### config.mk
export PLATFORM = sky130hd
export DESIGN_NAME = lsu_demux
export DESIGN_NICKNAME = d
export VERILOG_FILES = /design/src/hw/core_region_pkg.sv /design/src/hw/lsu_demux.sv
export VERILOG_INCLUDE_DIRS = /design/src /design/src/include
export SDC_FILE = /design/constraint.sdc
export NUM_CORES = 1
export LEC_CHECK = 0
export BUFFER_PORTS_ARGS = -buffer_cell sky130_fd_sc_hd__clkbuf_2
export CORE_AREA = 2 2 121 123
export CTS_CLUSTER_DIAMETER = 200
export DETAILED_ROUTE_END_ITERATION = 6
export DIE_AREA = 0 0 123 125
export REMOVE_ABC_BUFFERS = 1
export SETUP_SLACK_MARGIN = 0.4
export SLEW_MARGIN = 5
export SYNTH_ARGS = -nofsm -noshare
export SYNTH_HDL_FRONTEND = slang
export SYNTH_SLANG_ARGS = --single-unit
### constraint.sdc
create_clock -name clk -period 3.7 [get_ports clk]
set_input_delay 0.925 -clock clk [delete_from_list [all_inputs] [get_ports clk]]
set_output_delay 0.925 -clock clk [all_outputs]
set_load 0.02 [all_outputs]
### src/include/core_region_defs.svh
// sizes must be powers of two and the wide word must hold exactly two core words
`ifndef CORE_REGION_DEFS_SVH
`define CORE_REGION_DEFS_SVH

// memory sizes in bytes
`define DATA_RAM_BYTES 32768
`define INSTR_RAM_BYTES 32768

// loader and RAM word width
`define WIDE_WIDTH 64

// core bus word width
`define CORE_WIDTH 32

// upper twelve address bits that select the local data RAM
`define LOCAL_PREFIX 12'h001

// number of interrupt lines
`define IRQ_COUNT 32

`endif

### src/hw/core_region_pkg.sv
// word index is sized for the larger RAM, so a smaller RAM ignores the upper index bits
`include "core_region_defs.svh"

package core_region_pkg;

  localparam int unsigned DATA_WORDS = `DATA_RAM_BYTES / (`WIDE_WIDTH / 8);
  localparam int unsigned INSTR_WORDS = `INSTR_RAM_BYTES / (`WIDE_WIDTH / 8);
  localparam int unsigned MAX_WORDS = (DATA_WORDS > INSTR_WORDS) ? DATA_WORDS : INSTR_WORDS;
  localparam int unsigned WORD_IDX_W = $clog2(MAX_WORDS);

  // request from the core side, held until gnt
  typedef struct packed {
    logic [31:0] addr;
    logic we;
    logic [`CORE_WIDTH/8-1:0] be;
    logic [`CORE_WIDTH-1:0] wdata;
  } core_req_t;

  typedef struct packed {
    logic rvalid;
    logic [`CORE_WIDTH-1:0] rdata;
  } core_rsp_t;

  // one RAM word, whole for the loader, split in lanes for the core
  typedef union packed {
    logic [`WIDE_WIDTH-1:0] word;
    logic [`WIDE_WIDTH/`CORE_WIDTH-1:0][`CORE_WIDTH-1:0] lane;
  } ram_word_u;

  typedef struct packed {
    logic req;
    logic [WORD_IDX_W-1:0] idx;
    logic we;
    logic [`WIDE_WIDTH/8-1:0] be;
    ram_word_u wdata;
  } wide_req_t;

  typedef struct packed {
    logic en;
    logic [WORD_IDX_W-1:0] idx;
    logic we;
    logic [`WIDE_WIDTH/8-1:0] be;
    ram_word_u wdata;
  } ram_req_t;

endpackage

### src/hw/lsu_demux.sv
// one outstanding LSU request at a time; the next request waits for the previous rvalid
`include "core_region_defs.svh"

module lsu_demux (
  input  logic                       clk,
  input  logic                       rst_n,
  input  logic                       lsu_req_i,
  input  core_region_pkg::core_req_t lsu_addr_i,
  output logic                       lsu_gnt_o,
  output core_region_pkg::core_rsp_t lsu_rsp_o,
  output logic                       ram_req_o,
  output core_region_pkg::core_req_t ram_addr_o,
  input  logic                       ram_gnt_i,
  input  core_region_pkg::core_rsp_t ram_rsp_i,
  output logic                       ext_req_o,
  output core_region_pkg::core_req_t ext_addr_o,
  input  logic                       ext_gnt_i,
  input  core_region_pkg::core_rsp_t ext_rsp_i
);

  localparam logic OWNER_RAM = 1'b0;
  localparam logic OWNER_EXT = 1'b1;

  logic is_local;
  logic owner_q;
  logic owner_d;

  assign is_local = (lsu_addr_i.addr[31:20] == `LOCAL_PREFIX);

  assign ram_req_o = lsu_req_i & is_local;
  assign ext_req_o = lsu_req_i & ~is_local;

  // both targets see the same request fields
  assign ram_addr_o = lsu_addr_i;
  assign ext_addr_o = lsu_addr_i;

  // remember which side will answer next
  always_comb begin
    owner_d = owner_q;
    lsu_gnt_o = 1'b0;
    if (ext_req_o) begin
      lsu_gnt_o = ext_gnt_i;
      owner_d = OWNER_EXT;
    end else if (ram_req_o) begin
      lsu_gnt_o = ram_gnt_i;
      owner_d = OWNER_RAM;
    end
  end

  always_ff @(posedge clk or negedge rst_n) begin
    if (!rst_n) begin
      owner_q <= OWNER_RAM;
    end else begin
      owner_q <= owner_d;
    end
  end

  assign lsu_rsp_o.rdata = (owner_q == OWNER_EXT) ? ext_rsp_i.rdata : ram_rsp_i.rdata;
  // only one side can be answering at a time
  assign lsu_rsp_o.rvalid = ext_rsp_i.rvalid | ram_rsp_i.rvalid;

endmodule

======== Word-level counts from Yosys, hierarchy flattened ========
Cells that the tools add are included.
storage, ports and cells
  register bits ........................... 1
  output and inout bits ................... 174
  input port bits ......................... 140
operators by class
  multiplexer cells ....................... 5
  equality and inequality tests ........... 1
  reductions and logical operators ........ 1
  bitwise operators ....................... 4
operator list
  operator                                                          number
  32-bit two-way mux                                                1
  12-bit by 1-bit == test with 1-bit output, second input constant  1
  1-bit two-way mux                                                 4
  1-bit bitwise AND                                                 2
  2-bit nonzero test                                                1
  1-bit inverter                                                    1
  1-bit OR                                                          1

======== Logic depth before layout (Yosys ltp) ========
  depth in word-level cells ............... 4
  depth in mapped cells ................... 4

======== Least setup slack after synthesis ========
OpenSTA, ideal clock, no wires.
  path kind ............................... input port to output port
  from .................................... in lsu_addr_i[58] in the netlist's numbering
  to ...................................... out lsu_gnt_o
  path buffers ............................ 0
  slack ................................... 0.963 ns
  stages .................................. 3
  data arrival time ....................... 1.812 ns
  path through ............................ nor4b_2 > and3_2 > mux2i_1
on the way
  longest elaborated chain between the ends .. 4
ends and longest elaborated chain
  element                                                        line                              RTL
  from (decl)                                                    lsu_demux.sv:8                    input core_region_pkg::core_req_t lsu_addr_i,
  12-bit by 1-bit == test with 1-bit output (no line) (*)        n/a
  1-bit bitwise AND / 1-bit inverter (equally long branches)     lsu_demux.sv:30, lsu_demux.sv:31
  1-bit two-way mux / 1-bit bitwise AND (equally long branches)  lsu_demux.sv:44, lsu_demux.sv:31
  1-bit two-way mux (*)                                          lsu_demux.sv:41                   if (ext_req_o) begin
  to (decl)                                                      lsu_demux.sv:9                    output logic lsu_gnt_o,
Mark *: on every way between the ends. The rest lies on a longest branch, timed or not.

======== Final worst setup path ========
  from .................................... in lsu_addr_i[63] in the netlist's numbering
  to ...................................... out lsu_gnt_o
The elaborated chain is that of the path after synthesis.

==> flow_metrics.env <==
export IMPL_finalWeightedCongestion=0.801
export IMPL_tns_ns=0
export IMPL_path_clk_slew_ns=0
export IMPL_grt_pass1_vias=1170
export IMPL_post_route_period_util_pct=82.1
export IMPL_endpoint_kind="output pin"
export IMPL_postRouteAntennaNets=0
export IMPL_finalHoldViolCount=0
export IMPL_most_common_layout_cells="142 x clkbuf_2, 32 x mux2_2, 2 x nor4_1, 2 x nand2_1"
export IMPL_largestRegisters="owner_q x1"
export IMPL_ir_worst_vdd_mv=0.0446
export IMPL_setup_violations=0
export IMPL_r2r_start="owner_q$_DFFE_PN0P_"
export IMPL_grt_pass1_wl_um=15900
export IMPL_die_w_um=123
export IMPL_syn_area_um2=1550
export IMPL_p_leak_nw=0.773
export IMPL_start_util_pct=10.9
export IMPL_place_inst=372
export IMPL_run_status="finished, final reports clean"
export IMPL_io_pins=314
export IMPL_largest_register_ffs=1
export IMPL_setup_worst_path_start="lsu_addr_i[63]"
export IMPL_post_dp_hpwl_um=12600
export IMPL_synth_warnings=0
export IMPL_nets=330
export IMPL_yosys_register_bits=1
export IMPL_slew_headroom_pct=56.2
export IMPL_dr_pass1_iters=4
export IMPL_final_common_cell="clkbuf_2"
export IMPL_grt_use_total_pct=16.6
export IMPL_insertion_delay_ns=0
export IMPL_num_fill_cells=1691
export IMPL_syn2layout_area_growth_pct=-6.96
export IMPL_crit_fanout=4
export IMPL_detail_route_wirelength_um=13800
export IMPL_synth_area_leaders="buf_4 67%, mux2_2 23%, buf_6 2.9%"
export IMPL_wl_per_cell_um=36.5
export IMPL_vias=1349
export IMPL_core_area_um2=14200
export IMPL_hold_path_class="primary input to async pin"
export IMPL_yosysTopAreaCell="buf_4"
export IMPL_final_util_pct=10.1
export IMPL_postCtsSetupBuffers=0
export IMPL_finalClockSkew_ns=0
export IMPL_powerDensity_nw_per_um2=107
export IMPL_syn_inst=187
export IMPL_maxCapViolations=0
export IMPL_ys_seq_area_share_pct=1.62
export IMPL_gr_total_overflow=0
export IMPL_final_layout_size_suffix_gt1_share_pct=94.7
export IMPL_crit_path_end="lsu_gnt_o"
export IMPL_worst_setup_path_start_kind="primary input"
export IMPL_instances_no_fill=377
export IMPL_port_buffers=142
export IMPL_via_per_inst=3.58
export IMPL_period_minus_slack_ns=3.04
export IMPL_cts_repair_resized=0
export IMPL_worst_slew_pin_slew_ns=0.657
export IMPL_drt_initial_drc_count=37
export IMPL_fin_area_um2=1440
export IMPL_syn_avg_cell_area_um2=8.27
export IMPL_cp_required_ns=2.77
export IMPL_rrSetupSlack_ns=2.64
export IMPL_report_power_total_w=0.000154
export IMPL_yosysTopAreaCellShare_pct=67.0
export IMPL_path_class="primary input to output pin"
export IMPL_die_area_um2=15400
export IMPL_grt_antenna_before_repair=10
export IMPL_top_register="owner_q"
export IMPL_reg2reg_depth=2
export IMPL_max_freq_ghz=0.329
export IMPL_cp_arrival_ns=2.11
export IMPL_drv_slew=0
export IMPL_die_y_um=125
export IMPL_rows=44
export IMPL_post_dp_cell_area_um2=1430
export IMPL_cts_hold_buffers_added=0
export IMPL_rsz0062_at_grt="false"
export IMPL_grt_max_degree=22
export IMPL_drc=0
export IMPL_r2r_end="owner_q$_DFFE_PN0P_"
export IMPL_synth_cell_types=14
-- cell usage after synthesis --
| cell | number |
|---|---|
| buf_4 | 138 |
| mux2_2 | 32 |
| buf_6 | 4 |
| nand2_1 | 2 |
| nor4_1 | 2 |
| a21oi_1 | 1 |
| and2_1 | 1 |
| and3_2 | 1 |
| dfrtp_1 | 1 |
| mux2i_1 | 1 |
| nor2_1 | 1 |
| nor2b_1 | 1 |
| nor4b_2 | 1 |
| or2_2 | 1 |
-- stage by stage --
step                      hold slack, ns  worst slack [ns]
after floorplan                    0.629             0.963
after global placement             0.703             0.653
after detailed placement           0.705             0.624
after CTS                          0.705             0.619
after global routing               0.707             0.585
final                              0.702             0.663
-- worst max-delay path, stage by stage --
cell and delay, ns:
clkbuf_2 0.10, nor4_1 0.40, and3_2 0.30, mux2i_1 0.19, clkbuf_2 0.21
-- cells by family after synthesis --
logic type             synth area share (%)
multiplexers                           23.9
AND/OR/NAND/NOR                        4.21
buffers and inverters                  69.9
AO/OA/AOI/OAI                         0.323
flip-flops                             1.62
-- cell type report --
| class | instances | area (um^2) | area share (%) |
|---|---|---|---|
| repair buffers | 143 | 731 | 50.8 |
| multi-input cells | 44 | 440 | 30.6 |
| well taps | 184 | 230 | 16.0 |
| flip-flops and latches | 1 | 25.0 | 1.74 |
| diodes | 5 | 12.5 | 0.870 |
-- worst min path at each step --
stage / slack [ns] / end
2_1_floorplan: 0.63 / owner_q$_DFFE_PN0P_
3_3_place_gp: 0.70 / owner_q$_DFFE_PN0P_
3_5_place_dp: 0.71 / owner_q$_DFFE_PN0P_
4_1_cts: 0.71 / owner_q$_DFFE_PN0P_
5_1_grt: 0.71 / owner_q$_DFFE_PN0P_
6_report: 0.70 / owner_q$_DFFE_PN0P_
-- report_power, final --
group	total [W]	switching, W	internal (W)
combinational	0.000143	0.0000765	0.0000665
clock	0.000000000182	0	0.000000000182
sequential	0.0000112	0.0000000234	0.0000111
total	0.000154	0.0000766	0.0000776
-- routing by layer --
layer | part of all wire, % | global-route usage (%) | wire length, um | vias to the layer above
met4 | 0.59 | 0.802 | 81 | 14
met5 | 1.4 | 8.88 | 197 | -
met2 | 40 | 24.3 | 5500 | 312
li1 | - | - | - | 470
met1 | 25 | 12.2 | 3440 | 523
met3 | 33 | 24.8 | 4540 | 30
Note: power is estimated with default switching activity, not from simulation.
