`src/include/core_region_defs.svh`:
```
// sizes must be powers of two and the wide word must hold exactly two core words
`ifndef CORE_REGION_DEFS_SVH
`define CORE_REGION_DEFS_SVH

// memory sizes in bytes
`define DATA_RAM_BYTES 32768
`define INSTR_RAM_BYTES 32768

// loader and RAM word width
`define WIDE_WIDTH 64

// core bus word width
`define CORE_WIDTH 32

// upper twelve address bits that select the local data RAM
`define LOCAL_PREFIX 12'h001

// number of interrupt lines
`define IRQ_COUNT 32

`endif

```
`src/hw/core_region_pkg.sv`:
```
// word index is sized for the larger RAM, so a smaller RAM ignores the upper index bits
`include "core_region_defs.svh"

package core_region_pkg;

  localparam int unsigned DATA_WORDS = `DATA_RAM_BYTES / (`WIDE_WIDTH / 8);
  localparam int unsigned INSTR_WORDS = `INSTR_RAM_BYTES / (`WIDE_WIDTH / 8);
  localparam int unsigned MAX_WORDS = (DATA_WORDS > INSTR_WORDS) ? DATA_WORDS : INSTR_WORDS;
  localparam int unsigned WORD_IDX_W = $clog2(MAX_WORDS);

  // request from the core side, held until gnt
  typedef struct packed {
    logic [31:0] addr;
    logic we;
    logic [`CORE_WIDTH/8-1:0] be;
    logic [`CORE_WIDTH-1:0] wdata;
  } core_req_t;

  typedef struct packed {
    logic rvalid;
    logic [`CORE_WIDTH-1:0] rdata;
  } core_rsp_t;

  // one RAM word, whole for the loader, split in lanes for the core
  typedef union packed {
    logic [`WIDE_WIDTH-1:0] word;
    logic [`WIDE_WIDTH/`CORE_WIDTH-1:0][`CORE_WIDTH-1:0] lane;
  } ram_word_u;

  typedef struct packed {
    logic req;
    logic [WORD_IDX_W-1:0] idx;
    logic we;
    logic [`WIDE_WIDTH/8-1:0] be;
    ram_word_u wdata;
  } wide_req_t;

  typedef struct packed {
    logic en;
    logic [WORD_IDX_W-1:0] idx;
    logic we;
    logic [`WIDE_WIDTH/8-1:0] be;
    ram_word_u wdata;
  } ram_req_t;

endpackage

```
`src/hw/ram_mux.sv`:
```
// loader always wins and gets no grant; core requests stall while the loader is active
`include "core_region_defs.svh"

module ram_mux #(
  parameter int unsigned BYTES = `DATA_RAM_BYTES,
  parameter bit CORE_WRITABLE = 1'b1
) (
  input  logic                       clk,
  input  logic                       rst_n,
  input  core_region_pkg::wide_req_t wide_req_i,
  output core_region_pkg::ram_word_u wide_rdata_o,
  input  logic                       core_req_i,
  input  core_region_pkg::core_req_t core_addr_i,
  output logic                       core_gnt_o,
  output core_region_pkg::core_rsp_t core_rsp_o,
  output core_region_pkg::ram_req_t  ram_req_o,
  input  core_region_pkg::ram_word_u ram_rdata_i
);

  import core_region_pkg::*;

  localparam int unsigned AW = $clog2(BYTES / (`WIDE_WIDTH / 8));
  localparam int unsigned CB = `CORE_WIDTH / 8;
  localparam int unsigned NLANE = `WIDE_WIDTH / `CORE_WIDTH;

  logic core_lane;
  logic lane_q;
  logic core_pend_q;
  logic [WORD_IDX_W-1:0] core_idx;
  logic [`WIDE_WIDTH/8-1:0] core_be;

  assign core_gnt_o = core_req_i & ~wide_req_i.req;

  // bit 2 picks the upper or lower half of the wide word
  assign core_lane = core_addr_i.addr[2];
  assign core_idx = WORD_IDX_W'(core_addr_i.addr[AW+2:3]);

  always_comb begin
    core_be = '0;
    core_be[core_lane*CB +: CB] = core_addr_i.be;

    if (wide_req_i.req) begin
      ram_req_o.en = 1'b1;
      ram_req_o.idx = wide_req_i.idx;
      ram_req_o.we = wide_req_i.we;
      ram_req_o.be = wide_req_i.be;
      ram_req_o.wdata = wide_req_i.wdata;
    end else begin
      ram_req_o.en = core_req_i;
      ram_req_o.idx = core_idx;
      // fetch-only instance never writes
      ram_req_o.we = CORE_WRITABLE & core_addr_i.we;
      ram_req_o.be = CORE_WRITABLE ? core_be : '0;
      ram_req_o.wdata.lane = CORE_WRITABLE ? {NLANE{core_addr_i.wdata}} : '0;
    end
  end

  always_ff @(posedge clk or negedge rst_n) begin
    if (!rst_n) begin
      core_pend_q <= 1'b0;
    end else begin
      core_pend_q <= core_gnt_o;
    end
  end

  // lane of the granted access, needed one cycle later
  always_ff @(posedge clk) begin
    if (core_gnt_o) begin
      lane_q <= core_lane;
    end
  end

  assign core_rsp_o.rvalid = core_pend_q;
  assign core_rsp_o.rdata = ram_rdata_i.lane[lane_q];

  // loader data is simply the RAM output one cycle after its request
  assign wide_rdata_o = ram_rdata_i;

endmodule

```
`config.mk`:
```
export PLATFORM = sky130hd
export DESIGN_NAME = ram_mux
export DESIGN_NICKNAME = d
export VERILOG_FILES = /design/src/hw/core_region_pkg.sv /design/src/hw/ram_mux.sv
export VERILOG_INCLUDE_DIRS = /design/src /design/src/include
export SDC_FILE = /design/constraint.sdc
export NUM_CORES = 1
export LEC_CHECK = 0
export BUFFER_PORTS_ARGS = -buffer_cell sky130_fd_sc_hd__buf_2
export CELL_PAD_IN_SITES_DETAIL_PLACEMENT = 1
export CELL_PAD_IN_SITES_GLOBAL_PLACEMENT = 1
export CORE_AREA = 2 2 158 160
export CTS_CLUSTER_SIZE = 16
export DETAILED_ROUTE_END_ITERATION = 16
export DIE_AREA = 0 0 160 162
export PLACE_DENSITY_LB_ADDON = 0.12
export RECOVER_POWER = 100
export SETUP_SLACK_MARGIN = 0.4
export SLEW_MARGIN = 20
export SYNTH_ARGS = -nofsm -noshare
export SYNTH_HDL_FRONTEND = slang
export SYNTH_SLANG_ARGS = --single-unit
```
`constraint.sdc`:
```
create_clock -name clk -period 1 [get_ports clk]
set_input_delay 0.05 -clock clk [delete_from_list [all_inputs] [get_ports clk]]
set_output_delay 0.05 -clock clk [all_outputs]
set_load 0.005 [all_outputs]
```
## Yosys cells after proc, flatten, opt, wreduce, memory -nomap -nowiden

Index checks and enable logic that the tools add are counted.

| storage, ports and cells | value |
|---|---|
| register bits after elaboration | 2 |
| bits of input ports | 222 |
| output and inout port bits | 184 |

| cells by class | value |
|---|---|
| $add $sub $neg | 1 |
| order comparisons | 1 |
| shift-type cells | 2 |
| multiplexer cells | 3 |
| bitwise gates (word level) | 3 |

Operator list:

| operator | count |
|---|---|
| 86-bit two-way mux | 1 |
| 32-bit two-way mux | 2 |
| 3-bit negator with 34-bit output | 1 |
| 4-bit by 34-bit variable shift with 8-bit output (first input constant) | 1 |
| 4-bit by 34-bit indexed part select with 8-bit output | 1 |
| 8-bit bitwise AND | 1 |
| 1-bit by 2-bit less-than comparator with 1-bit output (second input constant) | 1 |
| 1-bit bitwise AND | 1 |
| 1-bit NOT | 1 |

## Logic depth before layout (Yosys ltp)

| depth | value |
|---|---|
| depth in word-level cells | 4 |
| depth in mapped cells | 5 |
| depth with buffers taken out | 2 |

## Least setup slack after synthesis

Ideal clock, no wire load.

| timing path | value |
|---|---|
| kind | flip-flop to output port |
| start | reg lane_q |
| end | out core_rsp_o[0] in the netlist's numbering |
| arrival | 0.919 ns |
| data required time | 0.950 ns |
| path slack | 0.031 ns |
| cell stages (with the launch flop) | 4 |
| cell sequence | edfxtp_1 buf_6 buf_6 mux2_4 |

RTL lines:

| item | RTL line | RTL |
|---|---|---|
| start: declaration | ram_mux.sv:27 | `logic lane_q;` |
| start signal: assignment | ram_mux.sv:69 | `lane_q <= core_lane;` |
| end: declaration | ram_mux.sv:15 | `output core_region_pkg::core_rsp_t core_rsp_o,` |

==> impl_metrics.csv <==
group,metric,value,unit
outcome,status,"finished, violations left",
outcome,violations,"setup timing",
clocking,path_clk_slew,0.03,ns
worst_setup_path,path_max_fanout,16,
timing,tightestPinTransition,0.3476,ns
clocking,cts_made_buffers,3,
layout,nets,879,
flow_run,cap_violations,0,
drt,finalWirelength,15.21,mm
clocking,clockRootBuffer,"clkbuf_16",
grt,grtUsageTotal,0.1085,
timing,finalSetupViolCount,58,
synth,synth_warnings,0,
synth,postSynthNetCount,528,
clocking,clock_sinks,2,
clocking,cts_tree,"yes",
drt,wl_per_cell,15.49,um
placement,dp_slack,-0.1439,ns
worst_setup_path,cp-end-kind,"output pin",
worst_setup_path,crit_arrival,1.33,ns
grt,grt_pass1_vias,3779,
grt,grt_max_degree,18,
synth,synth_area,2003,um^2
timing,hold_violations,0,
pwr,leakagePower,2.950,nW
timing,slew_viol_final,0,
layout,layout_commonest_cell,"buf_2",
timing,max_freq,723.8,MHz
floorplan,die_area,25920,um^2
timing,rsz0062_at_grt,"yes",
synth,synth.ff_latch_count,2,
floorplan,io_pins,406,
synth,synth_area_leaders,"buf_4 (27%), nand2_1 (25%), mux2_2 (23%)",
grt,antenna_found_initial,3,
layout,fill_cells,2982,
synth,ys_types,16,
placement,dp_hpwl,11.63,mm
synth,yosys.area.top_type,"buf_4",
timing,fin_crit_sh,1.382,
worst_setup_path,cp.required,0.95,ns
layout,layout_common_cells,"buf_2 (295), nand2_1 (63), nand2_2 (52)",
synth,synth_top_area_frac,0.2661,
drt,vias,3411,
layout,drive_gt1_frac,0.7957,
floorplan,die_x,160,um
drt,postRouteAntennaNets,0,
pwr,p_per_area,590.4,nW/um^2
timing,maxSlewHeadroom,0.7683,
worst_setup_path,path_class,"flip-flop to output pin",
layout,fin_area,5235,um^2
pwr,finalPower,3.091,mW
floorplan,start_util,0.08310,
synth,synthCells,306,
drt,drt_iter0_drc,20,
timing,fin_crit,1.382,ns
synth,syn_area_per_cell,6.546,um^2
placement,routabilityCongestion,0.9369,
placement,port_buffers,386,
hold_path,min_path_type,"input pin to asynchronous set/reset pin",
drt,drc_errors,0,
drt,firstDrtPassIters,3,
worst_setup_path,startpoint_type,"flip-flop",
clocking,cts_max_level,1,
clocking,cts_buffer_depth,2,
floorplan,fp-row-count,57,
drt,viasPerCell,3.474,
floorplan,die_h,162,um
grt,grt_pass1_wl,21.59,mm
pwr,vdd_drop_max,0.3891,mV
grt,overflow,0,
floorplan,core_area,24110,um^2
timing,finalSetupTns,-13.11,ns
synth,ys_seq_area_frac,0.02748,
layout,syn2layout_area_growth,161.3,%
placement,placed_cell_area,3886,um^2
layout,final_core_util,0.2172,
timing,fin_ws,-0.3816,ns
-- synth_stat cells --
cell type    n
nand2_1    131
buf_4       71
mux2_2      41
nand2b_1    33
buf_6        8
a22o_1       6
mux2_4       4
buf_2        2
clkbuf_1     2
o21ai_0      2
dfrtp_1      1
edfxtp_1     1
nor2_1       1
nor2b_1      1
nor2b_2      1
or2_2        1
-- sequential cells by signal, summed over array words and instances (netlist names) --
| register | cells |
|---|---|
| core_pend_q | 1 |
| lane_q | 1 |
-- worst max path at each step --
stage | endpoint | slack (ns) | startpoint | depth (start not counted)
after floorplan | core_rsp_o[0] | 0.03 | lane_q | 3
after global placement | core_rsp_o[18] | -0.12 | lane_q | 3
after detailed placement | core_rsp_o[21] | -0.14 | lane_q | 3
after CTS | core_rsp_o[20] | -0.39 | lane_q | 4
after global routing | core_rsp_o[0] | -0.42 | lane_q | 4
final | core_rsp_o[0] | -0.38 | lane_q | 4
-- routing by layer --
metal | up-vias | track usage | routed length, um
met4 | 2 | 0.02334 | 211
met5 | - | 0 | 13
met2 | 245 | 0.2387 | 8908
met3 | 14 | 0.03984 | 1645
li1 | 1618 | - | -
met1 | 1532 | 0.08897 | 4433
-- logic make-up (layout without fill, tap and decap cells) --
group	count (synthesis)	count (layout)	share of synthesized area
buffers and inverters	83	433	0.3198
AND/OR/NAND/NOR	168	168	0.3610
AO/OA/AOI/OAI	8	8	0.03123
other	0	2	0
flip-flops	2	2	0.02748
multiplexers	45	45	0.2605
-- power breakdown --
group          total, mW  internal, mW  switching [mW]
registers         0.0943        0.0926         0.00170
clock network      0.619         0.525          0.0943
logic               2.38          1.40           0.981
total               3.09          2.01            1.08
-- what timing repair did --
item | 4_1_cts | 5_1_grt
hold endpoints to repair | 1 | 0
setup buffers | 15 | 1
gates cloned | 19 | 1
pin swaps | 19 | 27
hold buffers | 1 | 0
setup endpoints to repair | 121 | 121
gates resized for setup | 142 | 51
-- worst max-delay path, stage by stage (launching register included) --
cell and delay (ns):
edfxtp_1 0.37, buf_4 0.16, buf_16 0.16, mux2_4 0.29
buf_2 0.13
-- through the flow --
step,hold WS (ns),cells
5_1_grt,0.1903,982
6_report,0.1731,982
3_3_place_gp,-0.1736,939
2_1_floorplan,-0.2456,306
4_1_cts,0.07173,978
3_5_place_dp,-0.1708,939
-- layout make-up --
class	count	area, um^2	area share
repair buffers	429	2858	0.5459
multi-input cells	221	1833	0.3501
well taps	324	405.4	0.07744
clock buffers	4	78.83	0.01506
flip-flops and latches	2	55.05	0.01052
diodes	2	5.005	0.0009560
Power figures use the tool's default switching activity.
