**src/include/core_region_defs.svh**
```systemverilog
// sizes must be powers of two and the wide word must hold exactly two core words
`ifndef CORE_REGION_DEFS_SVH
`define CORE_REGION_DEFS_SVH

// memory sizes in bytes
`define DATA_RAM_BYTES 32768
`define INSTR_RAM_BYTES 32768

// loader and RAM word width
`define WIDE_WIDTH 64

// core bus word width
`define CORE_WIDTH 32

// upper twelve address bits that select the local data RAM
`define LOCAL_PREFIX 12'h001

// number of interrupt lines
`define IRQ_COUNT 32

`endif

```
**src/hw/core_event_ctrl.sv**
```systemverilog
// stall_i must be synchronous to clk; irq outputs are combinational from the lines
`include "core_region_defs.svh"

module core_event_ctrl (
  input  logic                           clk,
  input  logic                           rst_n,
  input  logic                           stall_i,
  input  logic [`IRQ_COUNT-1:0]          irq_lines_i,
  output logic                           halt_o,
  output logic                           resume_o,
  output logic                           irq_o,
  output logic [$clog2(`IRQ_COUNT)-1:0]  irq_id_o
);

  localparam int unsigned IDW = $clog2(`IRQ_COUNT);

  logic stall_q;
  logic stall_rise;
  logic stall_fall;

  assign stall_rise = stall_i & ~stall_q;
  assign stall_fall = ~stall_i & stall_q;

  always_ff @(posedge clk or negedge rst_n) begin
    if (!rst_n) begin
      stall_q <= 1'b0;
      halt_o <= 1'b0;
      resume_o <= 1'b0;
    end else begin
      stall_q <= stall_i;
      // single-cycle pulses, never held over two edges
      halt_o <= stall_rise & ~halt_o;
      resume_o <= stall_fall & ~resume_o;
    end
  end

  assign irq_o = |irq_lines_i;

  // highest set line wins
  always_comb begin
    irq_id_o = '0;
    for (int i = 0; i < `IRQ_COUNT; i++) begin
      if (irq_lines_i[i]) begin
        irq_id_o = IDW'(i);
      end
    end
  end

endmodule

```
**config.mk**
```make
export PLATFORM = sky130hd
export DESIGN_NAME = core_event_ctrl
export DESIGN_NICKNAME = d
export VERILOG_FILES = /design/src/hw/core_event_ctrl.sv
export VERILOG_INCLUDE_DIRS = /design/src /design/src/include
export SDC_FILE = /design/constraint.sdc
export NUM_CORES = 1
export LEC_CHECK = 0
export BUFFER_PORTS_ARGS = -buffer_cell sky130_fd_sc_hd__buf_2
export CAP_MARGIN = 10
export CORE_AREA = 2 2 39 41
export CTS_BUF_LIST = sky130_fd_sc_hd__clkbuf_8
export DETAILED_ROUTE_END_ITERATION = 10
export DIE_AREA = 0 0 41 43
export GPL_TIMING_DRIVEN = 0
export PLACE_DENSITY = 0.76
export SLEW_MARGIN = 15
export SYNTH_ARGS = -nofsm -noshare
export SYNTH_HDL_FRONTEND = slang
export SYNTH_SLANG_ARGS = --single-unit
```
**constraint.sdc**
```tcl
create_clock -name clk -period 1.18 [get_ports clk]
set_input_delay 0.059 -clock clk [delete_from_list [all_inputs] [get_ports clk]]
set_output_delay 0.059 -clock clk [all_outputs]
set_load 0.03 [all_outputs]
```
# == After elaboration in Yosys (flattened, before gate mapping) ==
# Index checks and enable logic that the tools add are counted.
# totals
register_bits,3
inputBits,35
output_inout_bits,8
wordCells,43
# classes
bitwise_logic,8
reduce_logical,1
muxes,31
# op_table
cell,count
$mux 5,29
$reduce_or 32->1,1
$and 1x1->1,4
$not 1->1,4
$mux 2,1
$mux 1,1

# == Depth between registers and ports, before layout ==
# Gate-level depths: netlist of run 1.
# logic_depth
depth_word,31
depth_mapped,4
depth_no_buf,4

# == Least setup slack after synthesis of run 1 ==
# OpenSTA, ideal clock, no wires.
# synth_path
kind,input port to output port
startpoint,input irq_lines_i[12]
endpoint,output irq_id_o[0]
path_slack_ns,-0.207
t_required_ns,1.121
t_arrival_ns,1.328
cell_stages,4
n_path_buf,0
path_cell_list,or3_1 -> a221o_1 -> a31o_1 -> a211oi_2
# synth_via
elab_chain_cells,20
# synth_rtl
element,line_no,text
start: declaration,core_event_ctrl.sv:8,"input logic [`IRQ_COUNT-1:0] irq_lines_i,"
$mux 5 (20 in a row),core_event_ctrl.sv:43,if (irq_lines_i[i]) begin
end: declaration,core_event_ctrl.sv:12,output logic [$clog2(`IRQ_COUNT)-1:0] irq_id_o
# No other way between the ends.

# == Worst setup path after layout of run 1 ==
# Ends and elaborated chain as after synthesis.

==> results of run 1 <==
[final cells by class]
class / count / area share (%)
inverters: 5 / 2.17
clock buffers: 3 / 4.78
clock inverters: 1 / 0.434
multi-input cells: 60 / 49.6
flip-flops and latches: 3 / 8.68
well taps: 16 / 2.32
repair buffers: 44 / 32.0
[per-layer routing]
layer  global-route usage (%)  vias to the layer above  wire, µm
met2                     34.7                       29       889
met5                        0                        -         0
met4                     12.0                        0         0
li1                         -                      361         -
met1                     17.2                      323       647
met3                     4.71                        0       100
[worst min-delay path by stage]
stage / from / endpoint / slack (ns) / cells after the start
6_report: rst_n / halt_o / 0.17 / 2
5_1_grt: rst_n / halt_o / 0.18 / 2
4_1_cts: rst_n / halt_o / 0.17 / 2
3_5_place_dp: rst_n / halt_o / -0.14 / 1
3_3_place_gp: rst_n / resume_o / -0.15 / 1
2_1_floorplan: rst_n / halt_o / -0.24 / 0
[cells in the mapped netlist]
master and count:
a2111oi_0 1, a211oi_1 2, a211oi_2 1, a21boi_1 1, a21oi_1 4, a221o_1 1, a31o_1 1, and3_1 1
dfrtp_1 3, inv_1 5, nand2_1 3, nand2b_1 2, nand3_1 2, nor2_1 11, nor2_2 1, nor2b_1 2
nor3_1 1, nor3b_1 2, nor4_1 8, o2111ai_1 1, o21ai_0 3, o21ai_1 2, o21bai_1 2, o31ai_1 1
o32a_1 1, or2_1 1, or3_1 3, or4_1 2
[power by group through the flow]
stage	sequential [mW]	clock, mW	combinational, mW
after floorplan	0.120	0	0.0726
after global placement	0.112	0	0.182
after detailed placement	0.113	0	0.187
after CTS	0.112	0.305	0.211
after global routing	0.112	0.321	0.234
final	0.112	0.299	0.219
[cell families (layout without fill, tap and decap cells)]
family	Yosys count	count (layout)
and+or+nand+nor	39	39
buffers and inverters	5	53
AOI/OAI and AO/OA	21	21
DFF	3	3
[critical path, cell delays in order]
cell and delay [ns]:
buf_6 0.09, or3_1 0.36, a221o_1 0.27, a31o_1 0.22, a211oi_4 0.21, buf_6 0.16
[sequential cells by signal (all words and copies together) (netlist names)]
signal,count
halt_o,1
resume_o,1
stall_q,1
[timing repair]
| item | in CTS | in global routing |
|---|---|---|
| endpoints found under the hold margin | 4 | 0 |
| pin swaps | 4 | 9 |
| gates resized for setup | 13 | 8 |
| hold buffers | 2 | 0 |
| setup endpoints to repair | 5 | 5 |
==> key figures, run 1 <==
Synth
  • Post-Syn Area: 453 µm²
  • Mean post-synth cell area: 6.66 µm²
  • Mux cell area share after synthesis: 0%
  • Post-Synth XOR/XNOR Area: 0%
  • Yosys warns: 0
  • Yosys cell types: 28
  • Synth Area in Adders: 0%
  • Main combinational cell family by area after synthesis: simple AND/OR/NAND/NOR gates
  • Area leader, netlist: dfrtp_1
  • Number of synthesized register bits: 3
  • Compound-cell area share of the yosys netlist: 32.9%
  • Sequential share of the synthesized area: 16.6%
  • Yosys top cell area share: 16.6%
  • Mapped Cells: 68
  • Synth Area in Simple Gates: 46.4%
  • Ranking of synthesized cells by area: dfrtp_1 17%, nor4_1 11%, nor2_1 9.1%
  • Post-Syn Nets: 103

Timing
  • Rel. slew slack: 67.9%
  • Final min period: 1.44 ns
  • Measured slew at the worst slew-check pin: 0.478 ns
  • Final hold violation count: 0
  • Tcrit/Tclk final: 122%
  • Peak Freq: 694 MHz
  • Final WS setup: -0.261 ns
  • TNS Setup: -0.581 ns
  • Final setup vio count: 3
  • Clock Skew: 0.00304 ns
  • Hold Slack: 0.172 ns
  • Max Slew Vio Count: 0
  • Unrepaired setup endpoints after global routing: yes

Setup path
  • FF-to-FF End: resume_o
  • Worst Path Required: 1.12 ns
  • Worst EP arrival: 1.38 ns
  • FF-to-FF setup slack: 0.51 ns
  • Critical Path Start Type: input pin
  • CP endpoint kind: output port
  • Setup crit start: irq_lines_i[12]
  • Worst r2r path cells: 1
  • Crit Path Category: in2out
  • Worst flop-to-flop path startpoint: resume_o
  • Crit path capture: irq_id_o[0]
  • Crit path max fanout: 3

Clocking
  • H-tree depth: 1
  • Reg clk slew, reported paths: 0.03 ns
  • Clock sink count: 3
  • Clock latency on the worst-skew pair: 0.22 ns
  • Max Root-Sink Buffers: 2
  • Root Driver: clkbuf_8
  • Num CTS Buffers: 3
  • Setup Buffers After CTS: 0
  • CTS tree: done

Placement
  • Setup slack at placement: -0.299 ns
  • GPL Wtd Cong: 0.797
  • I/O Buffers: 42
  • Placed cells: 126
  • DPL Wire Length: 1330 µm
  • DP Area: 718 µm²

Pwr
  • Sequential share of power: 17.8%
  • Total Power: 0.629 mW
  • Sw Pwr: 0.196 mW
  • Comb power frac: 34.8%
  • Int Pwr: 0.433 mW
  • Net Sw Frac: 31.2%
  • PwrDens: 728 nW/µm²
  • Clk pwr share: 47.5%
  • Leak: 0.374 nW
  • Peak supply drop: 0.000712 V

Final layout
  • Final cell count without fillers: 132
  • Area taken by multi-input logic gates: 429 µm²
  • Most frequent cells in the layout: 34 x buf_2, 11 x nor2_1, 7 x buf_6
  • Layout cells sized above 1: 49.1%
  • Diodes inserted: 0
  • Fin util: 62.5%
  • Layout Area Growth over Synthesis: 90.9%
  • # fillers: 127
  • Most common cell after layout, fill and taps aside: buf_2
  • Fin area: 865 µm²
  • Nets: 152
  • Register area: 75.1 µm²

Route
  • Vias: 713
  • Antenna-violating nets left: 0
  • Pre-Repair DR Iteration Count: 4
  • Iter 0 DRT Violations: 9
  • Final wirelength: 1640 µm
  • Via/cell ratio: 5.40
  • DR WL/cell: 12.4 µm
  • Residual DRC count: 0

Global routing
  • Initial antenna violation count: 0
  • Number of global-route vias before repair: 612
  • Overall global routing resource usage: 19.2%
  • Pin count of the biggest net entering global routing: 6
  • Global-route wire length before repair: 2240 µm
  • Total grt overflow: 0

Outcome
  • Status: finished, violations left
  • Violated checks: setup timing

Floorplan
  • Initial core utilization: 32.7%
  • Row count: 14
  • IO Count: 43
  • Die Span X: 41 µm
  • Core ar.: 1380 µm²
  • Die height: 43 µm
  • Die area: 1760 µm²

Job
  • Max Cap Viol: 0

Hold path
  • Hold Path Class: in2async
No activity file was read; power rests on OpenSTA's default activity.
==> inputs of run 2 (changes only) <==
- GPL_TIMING_DRIVEN: 0 -> unset
==> key figures, run 2 (synthesis gave the netlist of run 1 again) <==
Setup path
  • Worst Path Required: 1.12 ns (about the same)
  • Cells along the critical path: buf_6 > or3_1 > a221o_1 > a31o_1 > a211oi_4 > buf_6
  • Worst flop-to-flop path startpoint: resume_o
  • CP max stage delay: 0.35 ns (about the same)
  • Crit path max fanout: 3 (unchanged)
  • Worst r2r path cells: 1 (unchanged)
  • Crit Path Category: in2out
  • FF-to-FF End: resume_o
  • CP max stage cell: or3_1
  • Setup crit start: irq_lines_i[12]
  • CP endpoint kind: output port
  • Crit path capture: irq_id_o[0]
  • Worst EP arrival: 1.35 ns (-0.03 ns)
  • Critical Path Start Type: input pin
  • Top cell by count, worst path: buf_6
  • FF-to-FF setup slack: 0.52 ns (about the same)

Route
  • Vias: 795 (+12%)
  • Pre-Repair DR Iteration Count: 4 (unchanged)
  • Residual DRC count: 0 (unchanged)
  • DR WL/cell: 11.6 µm (-6.4%)
  • Iter 0 DRT Violations: 5 (-4)
  • Via/cell ratio: 5.13 (-5.0%)
  • Final wirelength: 1800 µm (+10%)
  • Antenna-violating nets left: 0 (unchanged)

Outcome
  • Violated checks: setup timing
  • Status: finished, violations left

Pwr
  • Peak supply drop: 0.000793 V (+11%)
  • PwrDens: 635 nW/µm² (-13%)
  • Leak: 0.496 nW (+33%)

Clocking
  • Clock sink count: 3 (unchanged)
  • H-tree depth: 1 (unchanged)
  • Root Driver: clkbuf_8
  • CTS tree: done
  • Clock latency on the worst-skew pair: 0.22 ns (about the same)
  • Max Root-Sink Buffers: 2 (unchanged)
  • Reg clk slew, reported paths: 0.03 ns (about the same)
  • Num CTS Buffers: 3 (unchanged)

Floorplan
  • Die height: 43 µm (unchanged)
  • IO Count: 43 (unchanged)
  • Core ar.: 1380 µm² (unchanged)
  • Row count: 14 (unchanged)
  • Die area: 1760 µm² (unchanged)
  • Initial core utilization: 32.7% (unchanged)
  • Die Span X: 41 µm (unchanged)

Timing
  • Rel. slew slack: 78.0% (+10 points)
  • Final hold violation count: 0 (unchanged)
  • Clock Skew: 0.00214 ns (-0.000893 ns)
  • Final setup vio count: 4 (+1)
  • Measured slew at the worst slew-check pin: 0.327 ns (-0.151 ns)
  • Unrepaired setup endpoints after global routing: yes
  • Max Slew Vio Count: 0 (unchanged)
  • Hold Slack: 0.173 ns (+0.000947 ns)
  • Final min period: 1.41 ns (-0.0299 ns)
  • Tcrit/Tclk final: 120% (-2.5 points)
  • Peak Freq: 709 MHz (+2.1%)
  • Final WS setup: -0.231 ns (+0.0299 ns)

Placement
  • DPL Wire Length: 1390 µm (+4.6%)
  • GPL Wtd Cong: 0.792 (-0.64%)
  • Setup slack at placement: -0.291 ns (+0.00837 ns)
  • I/O Buffers: 42 (unchanged)

Final layout
  • Nets: 175 (+15%)
  • Diodes inserted: 0 (unchanged)
  • Most common cell after layout, fill and taps aside: buf_2
  • Largest regs: halt_o: 1 flops, resume_o: 1 flops, stall_q: 1 flops
  • Layout Area Growth over Synthesis: 138%
  • Most frequent cells in the layout: 32 x buf_2, 23 x buf_4, 10 x buf_6
  • Layout cells sized above 1: 60.4% (+11 points)

Global routing
  • Pin count of the biggest net entering global routing: 5 (-1)
  • Initial antenna violation count: 0 (unchanged)
  • Number of global-route vias before repair: 729 (+19%)
  • Global-route wire length before repair: 2620 µm (+17%)
  • Total grt overflow: 0 (unchanged)
  • Overall global routing resource usage: 20.9% (+1.7 points)

Job
  • Max Cap Viol: 0 (unchanged)

Hold path
  • Hold Path Class: in2async
-- run 2: cell types whose count changed in the layout (fill, tap and decap cells not counted), moves of 2 or more --
| cell | change |
|---|---|
| buf_6 | +3 |
| nor2_1 | -2 |
| nor2_2 | +2 |
| buf_4 | +22 |
| o21ai_1 | -2 |
| buf_2 | -2 |
-- run 2: stage by stage --
stage	std cells	power, mW	util [%]	instance area (µm²)	TNS, ns
3_3_place_gp	149	0.340	64.4	891	-0.982
2_1_floorplan	68	0.193	-	488	-0.133
6_report	155	0.684	77.8	1080	-0.557
3_5_place_dp	149	0.346	64.4	891	-1.03
5_1_grt	155	0.719	77.8	1080	-0.676
4_1_cts	155	0.678	74.0	1020	-0.608
-- run 2: final cells by class --
type	count	area, µm²
Inverter	5	18.8
Sequential cell	3	75.1
Multi-Input combinational cell	60	453
Clock inverter	1	3.75
Timing Repair Buffer	67	465
Fill cell	103	307
Tap cell	16	20.0
Clock buffer	3	41.3
-- run 2: power breakdown --
group          internal (mW)  switching [mW]  leakage (nW)
registers              0.109         0.00268        0.0379
logic                  0.145           0.130         0.431
clock network          0.222          0.0757        0.0269
-- run 2: layer usage --
| metal | wire [µm] | vias up | track usage (%) |
|---|---|---|---|
| met3 | 79 | 0 | 0 |
| met2 | 1050 | 23 | 40.6 |
| met4 | 0 | 0 | 8.00 |
| li1 | - | 406 | - |
| met1 | 668 | 366 | 21.2 |
| met5 | 0 | - | 0 |
-- run 2: how the worst min path moves through the flow --
stage | start | to | cells after the start
after floorplan | rst_n | halt_o | 0
after global placement | rst_n | halt_o | 1
after detailed placement | rst_n | resume_o | 1
after CTS | rst_n | resume_o | 2
after global routing | rst_n | resume_o | 2
final | rst_n | resume_o | 2
-- run 2: critical path, delay by kind of cell --
family	cells	cell delay (ns)
and+or+nand+nor	1	0.35
AOI/OAI and AO/OA	3	0.69
buffers and inverters	2	0.25
-- run 2: repair_timing --
| action | in CTS | in global routing |
|---|---|---|
| gates resized for setup | 17 | 10 |
| pin swaps | 6 | 7 |
| hold endpoints to repair | 4 | 0 |
| setup buffers | 1 | 0 |
| hold buffers | 2 | 0 |
| setup endpoints to repair | 5 | 5 |
